===== src/source/u2_ctrl_pkg.sv =====
/* Widths, region prefixes and register maps of the host control plane.
   Region prefixes sit in host address bits 15 to 10. */
package u2_ctrl_pkg;

   // Host bus and settings bus widths
   localparam int DW = 32;
   localparam int AW = 16;
   localparam int SET_AW = 8;
   localparam int NUM_IRQ_DEF = 9;

   ////////////////////
   // Address map
   localparam int REGION_W = 6;
   localparam logic [REGION_W-1:0] PFX_STATUS = 6'b110011;
   localparam logic [REGION_W-1:0] PFX_SETTINGS = 6'b110101;
   localparam logic [REGION_W-1:0] PFX_PIC = 6'b110110;

   typedef enum logic [1:0] {
      REGION_STATUS,
      REGION_SETTINGS,
      REGION_PIC,
      REGION_NONE
   } bus_region_e;

   // Setting addresses, host address bits 9 to 2
   typedef enum logic [SET_AW-1:0] {
      SET_CLOCK = 8'd0,
      SET_SERDES = 8'd1,
      SET_ADC = 8'd2,
      SET_LEDS = 8'd3,
      SET_PHY = 8'd4,
      SET_DEBUG = 8'd5
   } set_addr_e;

   // Interrupt controller word offsets
   typedef enum logic [1:0] {
      PIC_EDGE = 2'd0,
      PIC_POLARITY = 2'd1,
      PIC_MASK = 2'd2,
      PIC_PENDING = 2'd3
   } pic_reg_e;

endpackage


===== src/source/control_regs.sv =====
/* Board control settings. Only the low bits of each word are kept,
   writes to unused addresses are dropped. PHY reset is active low. */
`timescale 1ns/1ps

module control_regs import u2_ctrl_pkg::*; (
   input  logic              dsp_clk,
   input  logic              reset_i,
   input  logic              set_stb_i,
   input  logic [SET_AW-1:0] set_addr_i,
   input  logic [DW-1:0]     set_data_i,
   output logic              clock_ready_o,
   output logic [1:0]        clk_en_o,
   output logic [1:0]        clk_sel_o,
   output logic              ser_enable_o,
   output logic              ser_prbsen_o,
   output logic              ser_loopen_o,
   output logic              ser_rx_en_o,
   output logic              adc_oe_a_o,
   output logic              adc_on_a_o,
   output logic              adc_oe_b_o,
   output logic              adc_on_b_o,
   output logic [7:0]        leds_o,
   output logic              phy_resetn_o,
   output logic              debug_sel_o
);

   logic [4:0] clock_r;
   logic [3:0] serdes_r;
   logic [3:0] adc_r;
   logic [7:0] leds_r;
   logic phy_reset_r;
   logic debug_r;

   always_ff @(posedge dsp_clk) begin
      if (reset_i) begin
         clock_r <= '0;
         serdes_r <= '0;
         adc_r <= '0;
         leds_r <= '0;
         phy_reset_r <= 1'b0;
         debug_r <= 1'b0;
      end else if (set_stb_i) begin
         case (set_addr_e'(set_addr_i))
            SET_CLOCK:  clock_r <= set_data_i[4:0];
            SET_SERDES: serdes_r <= set_data_i[3:0];
            SET_ADC:    adc_r <= set_data_i[3:0];
            SET_LEDS:   leds_r <= set_data_i[7:0];
            SET_PHY:    phy_reset_r <= set_data_i[0];
            SET_DEBUG:  debug_r <= set_data_i[0];
            default: ;
         endcase
      end
   end

   ////////////////////
   // Bit fields onto the board lines
   assign {clock_ready_o, clk_en_o, clk_sel_o} = clock_r;
   assign {ser_enable_o, ser_prbsen_o, ser_loopen_o, ser_rx_en_o} = serdes_r;
   assign {adc_oe_a_o, adc_on_a_o, adc_oe_b_o, adc_on_b_o} = adc_r;
   assign leds_o = leds_r;
   assign phy_resetn_o = ~phy_reset_r;
   assign debug_sel_o = debug_r;

   // The bridge only ever strobes once per host access
   stb_single: assert property (@(posedge dsp_clk) disable iff (reset_i)
      set_stb_i |=> !set_stb_i);

endmodule


===== src/source/host_bus_decode.sv =====
/* The host strobes for a single cycle and waits for ack or err,
   which always come exactly one cycle later. */
`timescale 1ns/1ps

module host_bus_decode import u2_ctrl_pkg::*; (
   input  logic          dsp_clk,
   input  logic          reset_i,
   input  logic          hb_stb_i,
   input  logic          hb_we_i,
   input  logic [AW-1:0] hb_adr_i,
   output logic [DW-1:0] hb_dat_o,
   output logic          hb_ack_o,
   output logic          hb_err_o,
   output logic          set_sel_o,
   output logic          pic_sel_o,
   output logic          stat_sel_o,
   input  logic [DW-1:0] pic_dat_i,
   input  logic [DW-1:0] stat_dat_i
);

   bus_region_e region;
   logic [DW-1:0] rd_mux;

   // Prefix decode
   always_comb begin
      case (hb_adr_i[AW-1 -: REGION_W])
         PFX_STATUS:   region = REGION_STATUS;
         PFX_SETTINGS: region = REGION_SETTINGS;
         PFX_PIC:      region = REGION_PIC;
         default:      region = REGION_NONE;
      endcase
   end

   assign set_sel_o = hb_stb_i && (region == REGION_SETTINGS);
   assign pic_sel_o = hb_stb_i && (region == REGION_PIC);
   assign stat_sel_o = hb_stb_i && (region == REGION_STATUS);

   // Settings region reads back as zero
   always_comb begin
      case (region)
         REGION_STATUS: rd_mux = stat_dat_i;
         REGION_PIC:    rd_mux = pic_dat_i;
         default:       rd_mux = '0;
      endcase
   end

   always_ff @(posedge dsp_clk) begin
      if (reset_i) begin
         hb_ack_o <= 1'b0;
         hb_err_o <= 1'b0;
         hb_dat_o <= '0;
      end else begin
         hb_ack_o <= hb_stb_i && (region != REGION_NONE);
         hb_err_o <= hb_stb_i && (region == REGION_NONE);
         if (hb_stb_i && !hb_we_i)
            hb_dat_o <= rd_mux;
      end
   end

   ////////////////////
   // Bus protocol checks
   ack_err_excl: assert property (@(posedge dsp_clk) disable iff (reset_i)
      !(hb_ack_o && hb_err_o));

endmodule


===== src/source/settings_bridge.sv =====
/* Write-only bridge; set_stb_o lines up with the host ack.
   Reads of the settings region are answered by the decoder. */
`timescale 1ns/1ps

module settings_bridge import u2_ctrl_pkg::*; (
   input  logic              dsp_clk,
   input  logic              reset_i,
   input  logic              set_sel_i,
   input  logic              hb_we_i,
   input  logic [AW-1:0]     hb_adr_i,
   input  logic [DW-1:0]     hb_dat_i,
   output logic              set_stb_o,
   output logic [SET_AW-1:0] set_addr_o,
   output logic [DW-1:0]     set_data_o
);

   logic wr_en;

   assign wr_en = set_sel_i && hb_we_i;

   always_ff @(posedge dsp_clk) begin
      if (reset_i) begin
         set_stb_o <= 1'b0;
         set_addr_o <= '0;
         set_data_o <= '0;
      end else begin
         set_stb_o <= wr_en;
         // Word address of the setting
         if (wr_en) begin
            set_addr_o <= hb_adr_i[SET_AW+1:2];
            set_data_o <= hb_dat_i;
         end
      end
   end

endmodule


===== src/source/simple_pic.sv =====
/* Lines pend when they equal their polarity bit, so an idle-low line with
   polarity 0 in level mode pends right after reset. NUM_IRQ < DW. */
`timescale 1ns/1ps

module simple_pic import u2_ctrl_pkg::*; #(
   parameter int NUM_IRQ = NUM_IRQ_DEF
) (
   input  logic               dsp_clk,
   input  logic               reset_i,
   input  logic               pic_sel_i,
   input  logic               hb_we_i,
   input  logic [AW-1:0]      hb_adr_i,
   input  logic [DW-1:0]      hb_dat_i,
   output logic [DW-1:0]      pic_dat_o,
   input  logic [NUM_IRQ-1:0] irq_i,
   output logic               int_o
);

   logic [NUM_IRQ-1:0] edge_r;
   logic [NUM_IRQ-1:0] pol_r;
   logic [NUM_IRQ-1:0] mask_r;
   logic [NUM_IRQ-1:0] pend_r;
   logic [NUM_IRQ-1:0] irq_q;
   logic [NUM_IRQ-1:0] hit_now;
   logic [NUM_IRQ-1:0] hit_prev;
   logic [NUM_IRQ-1:0] set_v;
   logic [NUM_IRQ-1:0] clr_v;
   logic [NUM_IRQ-1:0] rd_word;
   logic wr_en;
   pic_reg_e offset;

   assign offset = pic_reg_e'(hb_adr_i[3:2]);
   assign wr_en = pic_sel_i && hb_we_i;

   // Active now, and active at the previous sample
   assign hit_now = ~(irq_i ^ pol_r);
   assign hit_prev = ~(irq_q ^ pol_r);

   // Edge lines pend only on entering the active level
   assign set_v = hit_now & (~edge_r | ~hit_prev);
   assign clr_v = (wr_en && offset == PIC_PENDING) ? hb_dat_i[NUM_IRQ-1:0] : '0;

   always_ff @(posedge dsp_clk) begin
      if (reset_i) begin
         edge_r <= '0;
         pol_r <= '0;
         mask_r <= '0;
         pend_r <= '0;
         irq_q <= '0;
      end else begin
         irq_q <= irq_i;
         // A new event in the clearing cycle keeps its bit
         pend_r <= (pend_r & ~clr_v) | set_v;
         if (wr_en) begin
            case (offset)
               PIC_EDGE:     edge_r <= hb_dat_i[NUM_IRQ-1:0];
               PIC_POLARITY: pol_r <= hb_dat_i[NUM_IRQ-1:0];
               PIC_MASK:     mask_r <= hb_dat_i[NUM_IRQ-1:0];
               default: ;
            endcase
         end
      end
   end

   ////////////////////
   // Readback and interrupt out
   always_comb begin
      case (offset)
         PIC_EDGE:     rd_word = edge_r;
         PIC_POLARITY: rd_word = pol_r;
         PIC_MASK:     rd_word = mask_r;
         default:      rd_word = pend_r;
      endcase
   end

   assign pic_dat_o = {{(DW-NUM_IRQ){1'b0}}, rd_word};
   assign int_o = |(pend_r & ~mask_r);

endmodule


===== src/source/status_readback.sv =====
/* Status words lag their inputs by one cycle. Words 4 to 15 read zero.
   debug_o switches as soon as the debug select register does. */
`timescale 1ns/1ps

module status_readback import u2_ctrl_pkg::*; (
   input  logic          dsp_clk,
   input  logic          reset_i,
   input  logic [AW-1:0] hb_adr_i,
   output logic [DW-1:0] stat_dat_o,
   input  logic [31:0]   host_to_dsp_level_i,
   input  logic [31:0]   dsp_to_host_level_i,
   input  logic          sim_mode_i,
   input  logic [3:0]    clock_divider_i,
   input  logic          clk_func_i,
   input  logic          clk_status_i,
   input  logic          debug_sel_i,
   output logic [31:0]   debug_o
);

   logic [31:0] h2d_q;
   logic [31:0] d2h_q;
   logic [DW-1:0] misc_q;
   logic [DW-1:0] clk_q;

   // Words packed as they are served
   always_ff @(posedge dsp_clk) begin
      if (reset_i) begin
         h2d_q <= '0;
         d2h_q <= '0;
         misc_q <= '0;
         clk_q <= '0;
      end else begin
         h2d_q <= host_to_dsp_level_i;
         d2h_q <= dsp_to_host_level_i;
         misc_q <= {sim_mode_i, 27'd0, clock_divider_i};
         clk_q <= {30'd0, clk_func_i, clk_status_i};
      end
   end

   always_comb begin
      case (hb_adr_i[5:2])
         4'd0:    stat_dat_o = h2d_q;
         4'd1:    stat_dat_o = d2h_q;
         4'd2:    stat_dat_o = misc_q;
         4'd3:    stat_dat_o = clk_q;
         default: stat_dat_o = '0;
      endcase
   end

   assign debug_o = debug_sel_i ? h2d_q : d2h_q;

endmodule


===== src/source/u2_ctrl_top.sv =====
/* Host control plane on dsp_clk: decoder, settings bus, board control
   registers, interrupt controller and status readback. */
`timescale 1ns/1ps

module u2_ctrl_top import u2_ctrl_pkg::*; #(
   parameter int NUM_IRQ = NUM_IRQ_DEF
) (
   input  logic               dsp_clk,
   input  logic               reset_i,
   // Host bus
   input  logic               hb_stb_i,
   input  logic               hb_we_i,
   input  logic [AW-1:0]      hb_adr_i,
   input  logic [DW-1:0]      hb_dat_i,
   output logic [DW-1:0]      hb_dat_o,
   output logic               hb_ack_o,
   output logic               hb_err_o,
   // Interrupts
   input  logic [NUM_IRQ-1:0] irq_i,
   output logic               int_o,
   // Board control lines
   output logic               clock_ready_o,
   output logic [1:0]         clk_en_o,
   output logic [1:0]         clk_sel_o,
   output logic               ser_enable_o,
   output logic               ser_prbsen_o,
   output logic               ser_loopen_o,
   output logic               ser_rx_en_o,
   output logic               adc_oe_a_o,
   output logic               adc_on_a_o,
   output logic               adc_oe_b_o,
   output logic               adc_on_b_o,
   output logic [7:0]         leds_o,
   output logic               phy_resetn_o,
   // Status and debug
   input  logic [31:0]        host_to_dsp_level_i,
   input  logic [31:0]        dsp_to_host_level_i,
   input  logic               sim_mode_i,
   input  logic [3:0]         clock_divider_i,
   input  logic               clk_func_i,
   input  logic               clk_status_i,
   output logic [31:0]        debug_o
);

   logic set_sel;
   logic pic_sel;
   logic [DW-1:0] pic_dat;
   logic [DW-1:0] stat_dat;
   logic set_stb;
   logic [SET_AW-1:0] set_addr;
   logic [DW-1:0] set_data;
   logic debug_sel;

   ////////////////////
   // Host side
   // Status reads are combinational and its writes are ignored, so no select
   host_bus_decode u_decode (
      .dsp_clk(dsp_clk), .reset_i(reset_i),
      .hb_stb_i(hb_stb_i), .hb_we_i(hb_we_i), .hb_adr_i(hb_adr_i),
      .hb_dat_o(hb_dat_o), .hb_ack_o(hb_ack_o), .hb_err_o(hb_err_o),
      .set_sel_o(set_sel), .pic_sel_o(pic_sel), .stat_sel_o(),
      .pic_dat_i(pic_dat), .stat_dat_i(stat_dat));

   settings_bridge u_bridge (
      .dsp_clk(dsp_clk), .reset_i(reset_i),
      .set_sel_i(set_sel), .hb_we_i(hb_we_i), .hb_adr_i(hb_adr_i), .hb_dat_i(hb_dat_i),
      .set_stb_o(set_stb), .set_addr_o(set_addr), .set_data_o(set_data));

   ////////////////////
   // Slaves
   control_regs u_regs (
      .dsp_clk(dsp_clk), .reset_i(reset_i),
      .set_stb_i(set_stb), .set_addr_i(set_addr), .set_data_i(set_data),
      .clock_ready_o(clock_ready_o), .clk_en_o(clk_en_o), .clk_sel_o(clk_sel_o),
      .ser_enable_o(ser_enable_o), .ser_prbsen_o(ser_prbsen_o),
      .ser_loopen_o(ser_loopen_o), .ser_rx_en_o(ser_rx_en_o),
      .adc_oe_a_o(adc_oe_a_o), .adc_on_a_o(adc_on_a_o),
      .adc_oe_b_o(adc_oe_b_o), .adc_on_b_o(adc_on_b_o),
      .leds_o(leds_o), .phy_resetn_o(phy_resetn_o), .debug_sel_o(debug_sel));

   simple_pic #(.NUM_IRQ(NUM_IRQ)) u_pic (
      .dsp_clk(dsp_clk), .reset_i(reset_i),
      .pic_sel_i(pic_sel), .hb_we_i(hb_we_i), .hb_adr_i(hb_adr_i), .hb_dat_i(hb_dat_i),
      .pic_dat_o(pic_dat), .irq_i(irq_i), .int_o(int_o));

   status_readback u_status (
      .dsp_clk(dsp_clk), .reset_i(reset_i),
      .hb_adr_i(hb_adr_i), .stat_dat_o(stat_dat),
      .host_to_dsp_level_i(host_to_dsp_level_i),
      .dsp_to_host_level_i(dsp_to_host_level_i),
      .sim_mode_i(sim_mode_i), .clock_divider_i(clock_divider_i),
      .clk_func_i(clk_func_i), .clk_status_i(clk_status_i),
      .debug_sel_i(debug_sel), .debug_o(debug_o));

endmodule


===== config.mk =====
export PLATFORM = sky130hd
export DESIGN_NAME = u2_ctrl_top
export DESIGN_NICKNAME = d
export VERILOG_FILES = /design/src/source/u2_ctrl_pkg.sv /design/src/source/control_regs.sv /design/src/source/host_bus_decode.sv /design/src/source/settings_bridge.sv /design/src/source/simple_pic.sv /design/src/source/status_readback.sv /design/src/source/u2_ctrl_top.sv
export SDC_FILE = /design/constraint.sdc
export NUM_CORES = 1
export LEC_CHECK = 0
export BUFFER_PORTS_ARGS = -buffer_cell sky130_fd_sc_hd__buf_4
export CELL_PAD_IN_SITES_DETAIL_PLACEMENT = 1
export CELL_PAD_IN_SITES_GLOBAL_PLACEMENT = 2
export CORE_ASPECT_RATIO = 0.75
export CORE_MARGIN = 4
export CORE_UTILIZATION = 34
export CTS_CLUSTER_SIZE = 12
export DETAILED_ROUTE_END_ITERATION = 10
export MAX_ROUTING_LAYER = met4
export PLACE_DENSITY = 0.89
export SLEW_MARGIN = 20
export SYNTH_ARGS = -nofsm -noshare
export SYNTH_HDL_FRONTEND = slang
export SYNTH_SLANG_ARGS = --single-unit

===== constraint.sdc =====
create_clock -name dsp_clk -period 3.7 [get_ports dsp_clk]
set_input_delay 0 -clock dsp_clk [delete_from_list [all_inputs] [get_ports dsp_clk]]
set_output_delay 0 -clock dsp_clk [all_outputs]
set_load 0.05 [all_outputs]

Word-level counts from Yosys, hierarchy flattened
Index checks and enable logic that the tools add are counted.

Eq/ne operators: 18. Muxes and demuxes: 6. Bitwise gates (word level): 14. Reduce and logical (&&, ||, !) cells: 23.

Operators by type and width (number): $pmux 32 s4 (1); $pmux 32 s2 (1); $not 9->9 (6); $mux 32 (1); $and 9x9->9 (3); $pmux 9 s3 (1); $eq 6x6->1 const B (3); $or 9x9->9 (2); $reduce_and 2->1 (9); $xor 9x9->9 (2); $eq 8x2->1 const B (2); $eq 8x3->1 const B (2); $mux 9 (1); $reduce_or 9->1 (1); $eq 2x2->1 const B (4); $eq 4x2->1 const B (2); $eq 8x1->1 const B (1); $logic_and 1x1->1 (8); $logic_not 8->1 (1); $pmux 2 s3 (1); $eq 2x1->1 const B (2); $eq 4x1->1 const B (1); $logic_not 2->1 (2); $logic_not 4->1 (1); 3 further kinds (3).

Register bits after elaboration: 247. Input port bits: 132. Output and inout bits: 89. Logic and storage cells: 84.

Longest topological paths before layout
Gate-level depths: netlist (run 1).

Depth in word-level cells: 10. Mapped depth: 7. Depth with buffers taken out: 4.

Modules after synthesis
A second synthesis (run 1) with hierarchy kept.

Cell total of the unflattened synthesis: 920. Area, all modules: 9371.5 um^2.

Modules (own cells, without submodules): status_readback (times used 1, cells each 238, area each 2770.2 um^2, seq. area each 1421.4 um^2); simple_pic (times used 1, cells each 272, area each 2233.4 um^2, seq. area each 900.9 um^2); settings_bridge (times used 1, cells each 186, area each 1963.1 um^2, seq. area each 820.8 um^2); host_bus_decode (times used 1, cells each 131, area each 1392.6 um^2, seq. area each 680.7 um^2); control_regs (times used 1, cells each 93, area each 1012.2 um^2, seq. area each 460.4 um^2).

Worst setup path after synthesis (run 1)
Ideal clock, no wire load.

Kind: register -> register. Start point: reg u_bridge.set_addr_o[4]. End point: reg u_regs.leds_r[0], in the netlist u_regs.leds_o[0]. Library setup time: 0.128 ns. Arrival: 1.479 ns. Required time: 3.572 ns. Slack: 2.093 ns. Cell stages (with the launch flop): 5. Path buffers: 0. Period minus slack after synthesis: 1.607 ns. Cell sequence: dfxtp_1 -> nor4b_2 -> nand4_1 -> mux2i_1 -> nor2_1.

Word-level cells in the longest chain between the ends: 2.

Ends and longest elaborated chain: from (decl) (RTL line settings_bridge.sv:13) `output logic [SET_AW-1:0] set_addr_o,`; from (signal assigned) (RTL line settings_bridge.sv:30) `set_addr_o <= hb_adr_i[SET_AW+1:2];`; $eq 8x2->1 (RTL line control_regs.sv:43) `case (set_addr_e'(set_addr_i))`; $reduce_and 2->1 (no line); to (signal assigned) (RTL line control_regs.sv:47) `SET_LEDS: leds_r <= set_data_i[7:0];`; to (decl) (RTL line control_regs.sv:30) `logic [7:0] leds_r;`.

No other way between the ends. A chain may end at the register's enable or synchronous reset.

Final worst setup path (run 1)
Start point: reg u_bridge.set_addr_o[4]. End point: reg u_regs.leds_r[3], in the netlist u_regs.leds_o[3].

Same word-level chain as after synthesis.

==> results of run 1 <==
## path summary, 6_finish.rpt
path                                                           from                                  end  slack, ns  cells past startpoint
worst max-delay path            u_bridge.set_addr_o[4]$_SDFFE_PP0P_        u_regs.leds_o[3]$_SDFFE_PP0P_       1.61                      4
worst min-delay path                                    hb_adr_i[3]  u_bridge.set_addr_o[1]$_SDFFE_PP0P_       0.04                      3
worst max register to register  u_bridge.set_addr_o[4]$_SDFFE_PP0P_        u_regs.leds_o[3]$_SDFFE_PP0P_       1.61                      4
worst min register to register  u_bridge.set_addr_o[3]$_SDFFE_PP0P_  u_bridge.set_addr_o[3]$_SDFFE_PP0P_       0.46                      2
## cell families (layout without fill, tap and decap cells)
kind of cell | after synthesis | count (layout) | synth area share
mux | 101 | 101 | 0.158
simple gates | 266 | 266 | 0.179
compound gates | 106 | 106 | 0.100
flops | 190 | 190 | 0.507
buf+inv | 59 | 345 | 0.0334
other cells | 0 | 1 | 0
xor+xnor | 19 | 19 | 0.0222
## power breakdown
part           internal [mW]  switching [mW]  total, mW
clock                  0.922           0.814       1.74
combinational          0.244           0.239      0.483
sequential              2.10          0.0278       2.13
total                   3.27            1.08       4.35
## worst max-delay path: cells and delay by family (launching register included)
family	cells	cell delay [ns]
simple gates	3	1.26
mux	1	0.38
flops	1	0.32
## cell usage in the layout (no fill, tap or decap), types with 2 or more instances in the layout
master | netlist | layout
dlygate4sd3_1 | 0 | 103
clkinv_2 | 0 | 2
a22o_1 | 11 | 11
nand4b_1 | 2 | 2
inv_1 | 10 | 10
nand4_1 | 5 | 5
and2_1 | 3 | 3
mux4_2 | 11 | 11
nor2_1 | 81 | 81
nor2b_1 | 86 | 86
a22oi_1 | 23 | 23
or2_2 | 2 | 2
mux2_2 | 32 | 32
xnor2_1 | 18 | 18
or4_1 | 2 | 2
and4b_1 | 2 | 2
a21oi_1 | 28 | 28
nand3_1 | 2 | 2
dfxtp_1 | 190 | 189
mux2i_1 | 58 | 58
buf_4 | 0 | 203
o2bb2ai_1 | 6 | 6
inv_6 | 0 | 4
clkinvlp_4 | 0 | 5
o21ai_0 | 10 | 10
clkbuf_16 | 0 | 17
nand2b_1 | 4 | 4
a2bb2oi_1 | 22 | 22
nor4_2 | 1 | 3
nand2_1 | 66 | 66
## layout make-up
cell class	instances	area, um^2
antenna	1	2.50
multi-input combinational	492	3470
clock inverter	12	113
tap	288	360
timing repair buffer	306	2550
sequential	190	3800
inverter	10	37.5
fill	2417	10600
clock buffer	17	425
## metrics by stage
step                      instances   util  hold WS (ns)
after floorplan                 741      -         0.128
after global placement         1183  0.430         0.211
after detailed placement       1183  0.430         0.217
after CTS                      1315  0.503        0.0237
after global routing           1316  0.503        0.0433
final                          1316  0.503        0.0408
## layer usage
| layer | vias to the layer above | GRT usage | part of all wire |
|---|---|---|---|
| met5 | - | - | 0 |
| met4 | 0 | 0.0550 | 0.018 |
| met3 | 23 | 0.0433 | 0.042 |
| met2 | 146 | 0.328 | 0.47 |
| met1 | 3064 | 0.261 | 0.47 |
| li1 | 3102 | - | - |
## sequential cells by signal, summed over array words and instances, names as in the netlist, 5 cells and up
name / cells
u_pic.mask_r: 9
u_regs.leds_o: 8
u_bridge.set_data_o: 8
u_pic.pend_r: 9
u_bridge.set_addr_o: 8
u_status.h2d_q: 32
u_status.d2h_q: 32
u_regs.clock_r: 5
u_pic.edge_r: 9
u_decode.hb_dat_o: 32
u_pic.pol_r: 9
u_status.misc_q: 5
u_pic.irq_q: 9
## what timing repair did
item | CTS | global route
hold buffers | 103 | 0
setup endpoints to repair | 0 | 0
hold endpoints to repair | 135 | 0
==> impl_metrics.ini, run 1 <==
[status]
status = finished, final reports clean

[detailed_routing]
route.detailed.drc = 0
ant_nets = 0
drt_iter0_drc = 297
wl_per_cell_um = 18.5
dr_total_vias = 6335
vias_per_cell = 4.81
routed_wirelength_um = 24300
first_pass_iters = 5

[floorplanning]
fp.coreArea_um2 = 21400
boundaryPins = 221
initial_core_util = 0.350
die_h_um = 137
rows = 46
design.die.area_um2 = 24500
die_w_um = 180

[clock_tree]
cts_tree = built
path_clk_slew_ns = 0.07
cts_resized = 0
ctsHtreeMaxLevel = 4
clock-sinks = 190
cts_setup_buffers = 0
cts_buffers = 17
cts_root_buf = clkbuf_16
cts_max_path_buffers = 2
clock_latency_ns = 0.43

[logic_synthesis]
netlist_instances = 741
synthTopCellsByCount = 190 x dfxtp_1, 86 x nor2b_1, 81 x nor2_1
synth_top_area_share = 0.507
synth_edf_count = 0
ys_seq_area_frac = 0.507
synth_ff_type = dfxtp_1
async_flop_share = 0
yosysWarnings = 0
ys_seq_elements = 190
ys_top_cells_by_area = dfxtp_1 51%, mux2i_1 7.7%, nor2b_1 7.2%
synth_top_area_cell = dfxtp_1
yosys.cell_count.top_type = dfxtp_1
syn-num-nets = 873
syn_area_um2 = 7500
avgSynthCellArea_um2 = 10.1
synth_cell_types = 42

[critical_path]
crit_path_top_delay_cell = nand4_1
critical_path.max_fanout = 8
critPathKind = flip-flop to flip-flop
crit_chain = nor4b_2 > nand4_1 > mux2i_1 > nor2_1
end_kind = flip-flop
required_ns = 4.00
cp_slowest_stage_delay_ns = 0.65
critPathArrivalTime_ns = 2.38
start_kind = flip-flop

[placed_design]
dpl.hpwl_um = 15900
gp_congestion = 0.787
dpl_worst_slack_ns = 1.66
placed_cell_area_um2 = 9200
port_buffers = 195

[sta]
fin_crit_sh = 0.564
slew_headroom = 0.377
final.setup.tns_ns = 0
fin_crit_ns = 2.09
worst_slack_ns = 1.61
fmax_mhz = 479
fin_skew_ns = 0.0116
maxSlewViolCount = 0
hold_viol = 0
worst_pin_slew_ns = 0.935
rsz0062_at_grt = false
setup_viol = 0

[power]
p_per_area_nw_per_um2 = 403
leakage_nw = 4.45
p_total_mw = 4.35
irDropWorstVdd_mv = 0.271

[grt]
grt_start_max_net_pins = 70
grt_usage = 0.203
antenna_found_initial = 1
grt_pass1_vias = 6791
gr-total-overflow = 0
grt_pass1_wl_um = 38300

[finish]
final_layout_size_suffix_gt1_frac = 0.277
syn_to_final_growth_pct = 43.5
design_area_um2 = 10800
finalNetCount = 1149

[min_path]
hp-class = input pin to flip-flop

[flow_run]
drv_cap = 0
Note: power is estimated with default switching activity, not from simulation.
==> inputs of run 2 (changes only) <==
--- a/config.mk
+++ b/config.mk
@@ -10,11 +10,11 @@
 export CELL_PAD_IN_SITES_GLOBAL_PLACEMENT = 2
 export CORE_ASPECT_RATIO = 0.75
 export CORE_MARGIN = 4
-export CORE_UTILIZATION = 34
+export CORE_UTILIZATION = 31
 export CTS_CLUSTER_SIZE = 12
 export DETAILED_ROUTE_END_ITERATION = 10
 export MAX_ROUTING_LAYER = met4
-export PLACE_DENSITY = 0.89
+export PLACE_DENSITY = 0.83
 export SLEW_MARGIN = 20
 export SYNTH_ARGS = -nofsm -noshare
 export SYNTH_HDL_FRONTEND = slang
==> constraint.sdc (replaced) <==
create_clock -name dsp_clk -period 2.1 [get_ports dsp_clk]
set_input_delay 0 -clock dsp_clk [delete_from_list [all_inputs] [get_ports dsp_clk]]
set_output_delay 0 -clock dsp_clk [all_outputs]
set_load 0.05 [all_outputs]
==> impl_metrics.ini, run 2 (same netlist as run 1, synthesis figures left out) <==
[status]
status = finished, final reports clean

[finish]
finalNetCount = 1182
final_layout_size_suffix_gt1_frac = 0.279
largestRegisters = u_decode.hb_dat_o (32), u_status.d2h_q (32), u_status.h2d_q (32)
final_cell_mix = 211 x buf_4, 189 x dfxtp_1, 126 x dlygate4sd3_1
utilization = 0.470
final_common_cell = buf_4
syn_to_final_growth_pct = 49.9

[grt]
gr-total-overflow = 0
grt_start_max_net_pins = 55
grt_pass1_wl_um = 38400
antenna_found_initial = 0
grt_pass1_vias = 6904
grt_usage = 0.188

[placed_design]
dpl.hpwl_um = 16500
gp_congestion = 0.772
port_buffers = 195
dpl_worst_slack_ns = 0.369

[critical_path]
r2r_end = u_regs.serdes_r[0]$_SDFFE_PP0P_
endpoint = u_bridge.set_addr_o[7]$_SDFFE_PP0P_
critPathKind = input pin to flip-flop
critical_path.max_fanout = 16
end_kind = flip-flop
required_ns = 2.41
start_kind = input pin
critPathArrivalTime_ns = 2.22
rrSetupSlack_ns = 0.28
worstReg2RegStart = u_bridge.set_addr_o[4]$_SDFFE_PP0P_
r2r_cells = 4
startpoint = hb_stb_i

[floorplanning]
initial_core_util = 0.314
die_w_um = 188
rows = 49
die_h_um = 143
design.die.area_um2 = 26800
boundaryPins = 221
fp.coreArea_um2 = 23900

[clock_tree]
path_clk_slew_ns = 0.07
cts_tree = built
cts_max_path_buffers = 2
cts_setup_buffers = 0
cts_buffers = 17
clock_latency_ns = 0.43
clock-sinks = 190
cts_root_buf = clkbuf_16
ctsHtreeMaxLevel = 4

[flow_run]
drv_cap = 0

[sta]
fin_crit_ns = 1.91
setup_viol = 0
worst_slack_ns = 0.193
slew_headroom = 0.564
fmax_mhz = 524
fin_crit_sh = 0.908
hold_viol = 0
worst_pin_slew_ns = 0.652
rsz0062_at_grt = false
maxSlewViolCount = 0
fin_skew_ns = 0.00930
final.setup.tns_ns = 0

[detailed_routing]
drt_iter0_drc = 261
first_pass_iters = 4
routed_wirelength_um = 24800
vias_per_cell = 4.73
route.detailed.drc = 0
wl_per_cell_um = 18.1
ant_nets = 0
dr_total_vias = 6475

[power]
p_total_mw = 8.32
p_per_area_nw_per_um2 = 740
irDropWorstVdd_mv = 0.539
leakage_nw = 4.71

[min_path]
hp-class = input pin to flip-flop
hold_start = hb_adr_i[3]
run 2: cell count changes in the layout (fill, tap and decap cells not counted), sizes merged:
cell / delta
clkbuf: +1
clkinvlp: -4
inv: +1
buf: +10
dlygate4sd3: +23
bufinv: +4
clkinv: +1
run 2: layer usage:
metal | wire [um] | vias up | share of wire | GRT usage
met4 | 409 | 0 | 0.016 | 0.0537
met5 | 0 | - | 0 | -
met2 | 11800 | 138 | 0.48 | 0.303
met1 | 11600 | 3149 | 0.47 | 0.240
met3 | 957 | 26 | 0.039 | 0.0413
li1 | - | 3162 | - | -
run 2: how the worst min path moves through the flow:
stage / to / cells after the start / slack (ns)
after floorplan: u_pic.irq_q[0]$_SDFF_PP0_ / 1 / 0.13
after global placement: u_status.d2h_q[11]$_SDFF_PP0_ / 2 / 0.21
after detailed placement: u_status.d2h_q[23]$_SDFF_PP0_ / 2 / 0.22
after CTS: u_bridge.set_addr_o[1]$_SDFFE_PP0P_ / 3 / 0.01
after global routing: u_bridge.set_stb_o$_SDFF_PP0_ / 4 / 0.05
final: u_bridge.set_addr_o[1]$_SDFFE_PP0P_ / 3 / 0.04
run 2: area by class of cell:
| type | count | area, um^2 |
|---|---|---|
| fillers | 2641 | 12700 |
| flip-flops and latches | 190 | 3800 |
| multi-input cells | 492 | 3470 |
| repair buffers | 339 | 2880 |
| clock buffers | 18 | 439 |
| well taps | 306 | 383 |
| clock inverters | 14 | 229 |
| inverters | 10 | 37.5 |
| diodes | 1 | 2.50 |
run 2: critical path, cell delays in order:
cell	delay, ns
dlygate4sd3_1	0.58
buf_4	0.14
nand2_1	0.11
or4_4	0.63
nand2_1	0.11
a21oi_1	0.06
dlygate4sd3_1	0.58
run 2: what timing repair did:
| item | 4_1_cts | 5_1_grt |
|---|---|---|
| resized for setup | 0 | 1 |
| endpoints found under the setup margin | 0 | 1 |
| endpoints found under the hold margin | 150 | 0 |
| hold buffers | 126 | 0 |
run 2: metrics by stage:
stage / instances / hold WS [ns] / area (um^2)
finish: 1370 / 0.0417 / 11200
global route: 1369 / 0.0461 / 11200
CTS: 1369 / 0.0108 / 11200
detailed placement: 1211 / 0.217 / 9310
global placement: 1211 / 0.211 / 9310
floorplan: 741 / 0.128 / 7500
run 2: power breakdown:
| group | total (mW) | internal, mW | switching [mW] |
|---|---|---|---|
| clock | 3.69 | 2.18 | 1.51 |
| sequential | 3.75 | 3.70 | 0.0492 |
| combinational | 0.886 | 0.462 | 0.424 |
==> inputs of run 3 (changes only) <==
--- a/config.mk
+++ b/config.mk
@@ -10,11 +10,13 @@
 export CELL_PAD_IN_SITES_GLOBAL_PLACEMENT = 2
 export CORE_ASPECT_RATIO = 0.75
 export CORE_MARGIN = 4
-export CORE_UTILIZATION = 31
+export CORE_UTILIZATION = 32
+export CTS_BUF_LIST = sky130_fd_sc_hd__clkbuf_8
 export CTS_CLUSTER_SIZE = 12
 export DETAILED_ROUTE_END_ITERATION = 10
 export MAX_ROUTING_LAYER = met4
-export PLACE_DENSITY = 0.83
+export PLACE_DENSITY = 0.85
+export REMOVE_ABC_BUFFERS = 1
 export SLEW_MARGIN = 20
 export SYNTH_ARGS = -nofsm -noshare
 export SYNTH_HDL_FRONTEND = slang
==> impl_metrics.ini, run 3 (same netlist as run 1, synthesis figures left out) <==
[finish]
syn_to_final_growth_pct = 46.1
final_common_cell = buf_4
fillCellCount = 2578
utilization = 0.475
largestRegisters = u_decode.hb_dat_o (32), u_status.d2h_q (32), u_status.h2d_q (32)
regArea_um2 = 3800
antenna_cells = 0
final_cell_mix = 206 x buf_4, 189 x dfxtp_1, 129 x dlygate4sd3_1
finalNetCount = 1182
final_layout_size_suffix_gt1_frac = 0.273
multiInputGateArea_um2 = 3470

[sta]
fin_crit_ns = 1.95
fin_skew_ns = 0.0146
fmax_mhz = 513
hold_viol = 0
maxSlewViolCount = 0
final.setup.tns_ns = 0
slew_headroom = 0.551
worst_pin_slew_ns = 0.672
rsz0062_at_grt = false
holdWs_ns = 0.0498
worst_slack_ns = 0.149
fin_crit_sh = 0.929
setup_viol = 0

[critical_path]
critPathArrivalTime_ns = 2.32
end_kind = flip-flop
critical_path.max_fanout = 26
worstReg2RegStart = u_bridge.set_addr_o[4]$_SDFFE_PP0P_
rrSetupSlack_ns = 0.36
startpoint = hb_adr_i[2]
start_kind = input pin
r2r_cells = 4
critPathKind = input pin to flip-flop
r2r_end = u_regs.clock_r[2]$_SDFFE_PP0P_
required_ns = 2.47

[grt]
gr-total-overflow = 0
grt_usage = 0.193
grt_start_max_net_pins = 76
grt_pass1_wl_um = 38300
grt_pass1_vias = 7009
antenna_found_initial = 0

[clock_tree]
cts_buffers = 17
ctsHtreeMaxLevel = 4
clock_latency_ns = 0.47
cts_setup_buffers = 0
cts_tree = built
path_clk_slew_ns = 0.10
cts_max_path_buffers = 2
cts_root_buf = clkbuf_8
clock-sinks = 190

[min_path]
hold_start = hb_adr_i[15]
hp-class = input pin to flip-flop
whs_endpoint = u_bridge.set_stb_o$_SDFF_PP0_
hold_path_depth = 4

[detailed_routing]
met3_length_um = 1360
m1WireLength_um = 11100
first_pass_iters = 5
dr_total_vias = 6485
drt_iter0_drc = 259
vias_per_cell = 4.76
wl_per_cell_um = 17.9
route.detailed.drc = 0
top_layer = met4
dr_wl_met2_um = 11600
routed_wirelength_um = 24400
ant_nets = 0

[status]
status = finished, final reports clean

[floorplanning]
die_h_um = 141
initial_core_util = 0.325
boundaryPins = 221
fp.coreArea_um2 = 23100
design.die.area_um2 = 26000
die_w_um = 185
rows = 48

[power]
irDropWorstVdd_mv = 0.346
p_per_area_nw_per_um2 = 641
leakage_nw = 4.58
p_total_mw = 7.02

[placed_design]
port_buffers = 195
dpl.hpwl_um = 15800
gp_congestion = 0.761
dpl_worst_slack_ns = 0.299

[flow_run]
drv_cap = 0
==> run 3: routing by layer <==
| metal | vias to the layer above | GRT usage |
|---|---|---|
| met5 | - | - |
| li1 | 3157 | - |
| met1 | 3164 | 0.251 |
| met2 | 146 | 0.304 |
| met4 | 0 | 0.0405 |
| met3 | 18 | 0.0513 |
==> run 3: worst max-delay path: stages <==
cell,delay (ns)
dlygate4sd3_1,0.55
buf_6,0.30
nor2b_1,0.32
nand4_1,0.13
buf_4,0.23
mux2i_1,0.16
nor2_1,0.05
dlygate4sd3_1,0.56
==> run 3: area by class of cell <==
cell class,count,share of cell area
clock inverter,13,0.0114
inverter,10,0.00342
tap,300,0.0342
multi-input combinational,492,0.317
sequential,190,0.347
clock buffer,18,0.0226
timing repair buffer,339,0.265
==> run 3: metrics by stage <==
stage,instance area (um^2),cells
after floorplan,7290,692
after global placement,9290,1202
after detailed placement,9290,1202
after CTS,11000,1362
after global routing,11000,1362
final,11000,1362
==> run 3: timing repair <==
item	4_1_cts	5_1_grt
endpoints found under the setup margin	0	2
resized for setup	0	1
hold buffers	129	0
endpoints found under the hold margin	139	0
==> run 3: power by group <==
group          switching [mW]  total, mW  internal, mW
registers              0.0485       3.75          3.70
clock network            1.32       2.39          1.07
logic                   0.426      0.890         0.464
total                    1.79       7.02          5.23
==> run 3: worst max-delay path by stage <==
| stage | to | slack, ns |
|---|---|---|
| after global placement | u_decode.hb_dat_o[14]$_SDFFE_PP0P_ | 0.34 |
| after detailed placement | u_decode.hb_dat_o[26]$_SDFFE_PP0P_ | 0.30 |
| after floorplan | u_decode.hb_dat_o[10]$_SDFFE_PP0P_ | -0.10 |
| after CTS | u_pic.pol_r[5]$_SDFFE_PP0P_ | 0.1 |
| final | u_pic.pol_r[1]$_SDFFE_PP0P_ | 0.15 |
| after global routing | u_pic.pol_r[5]$_SDFFE_PP0P_ | 0.06 |
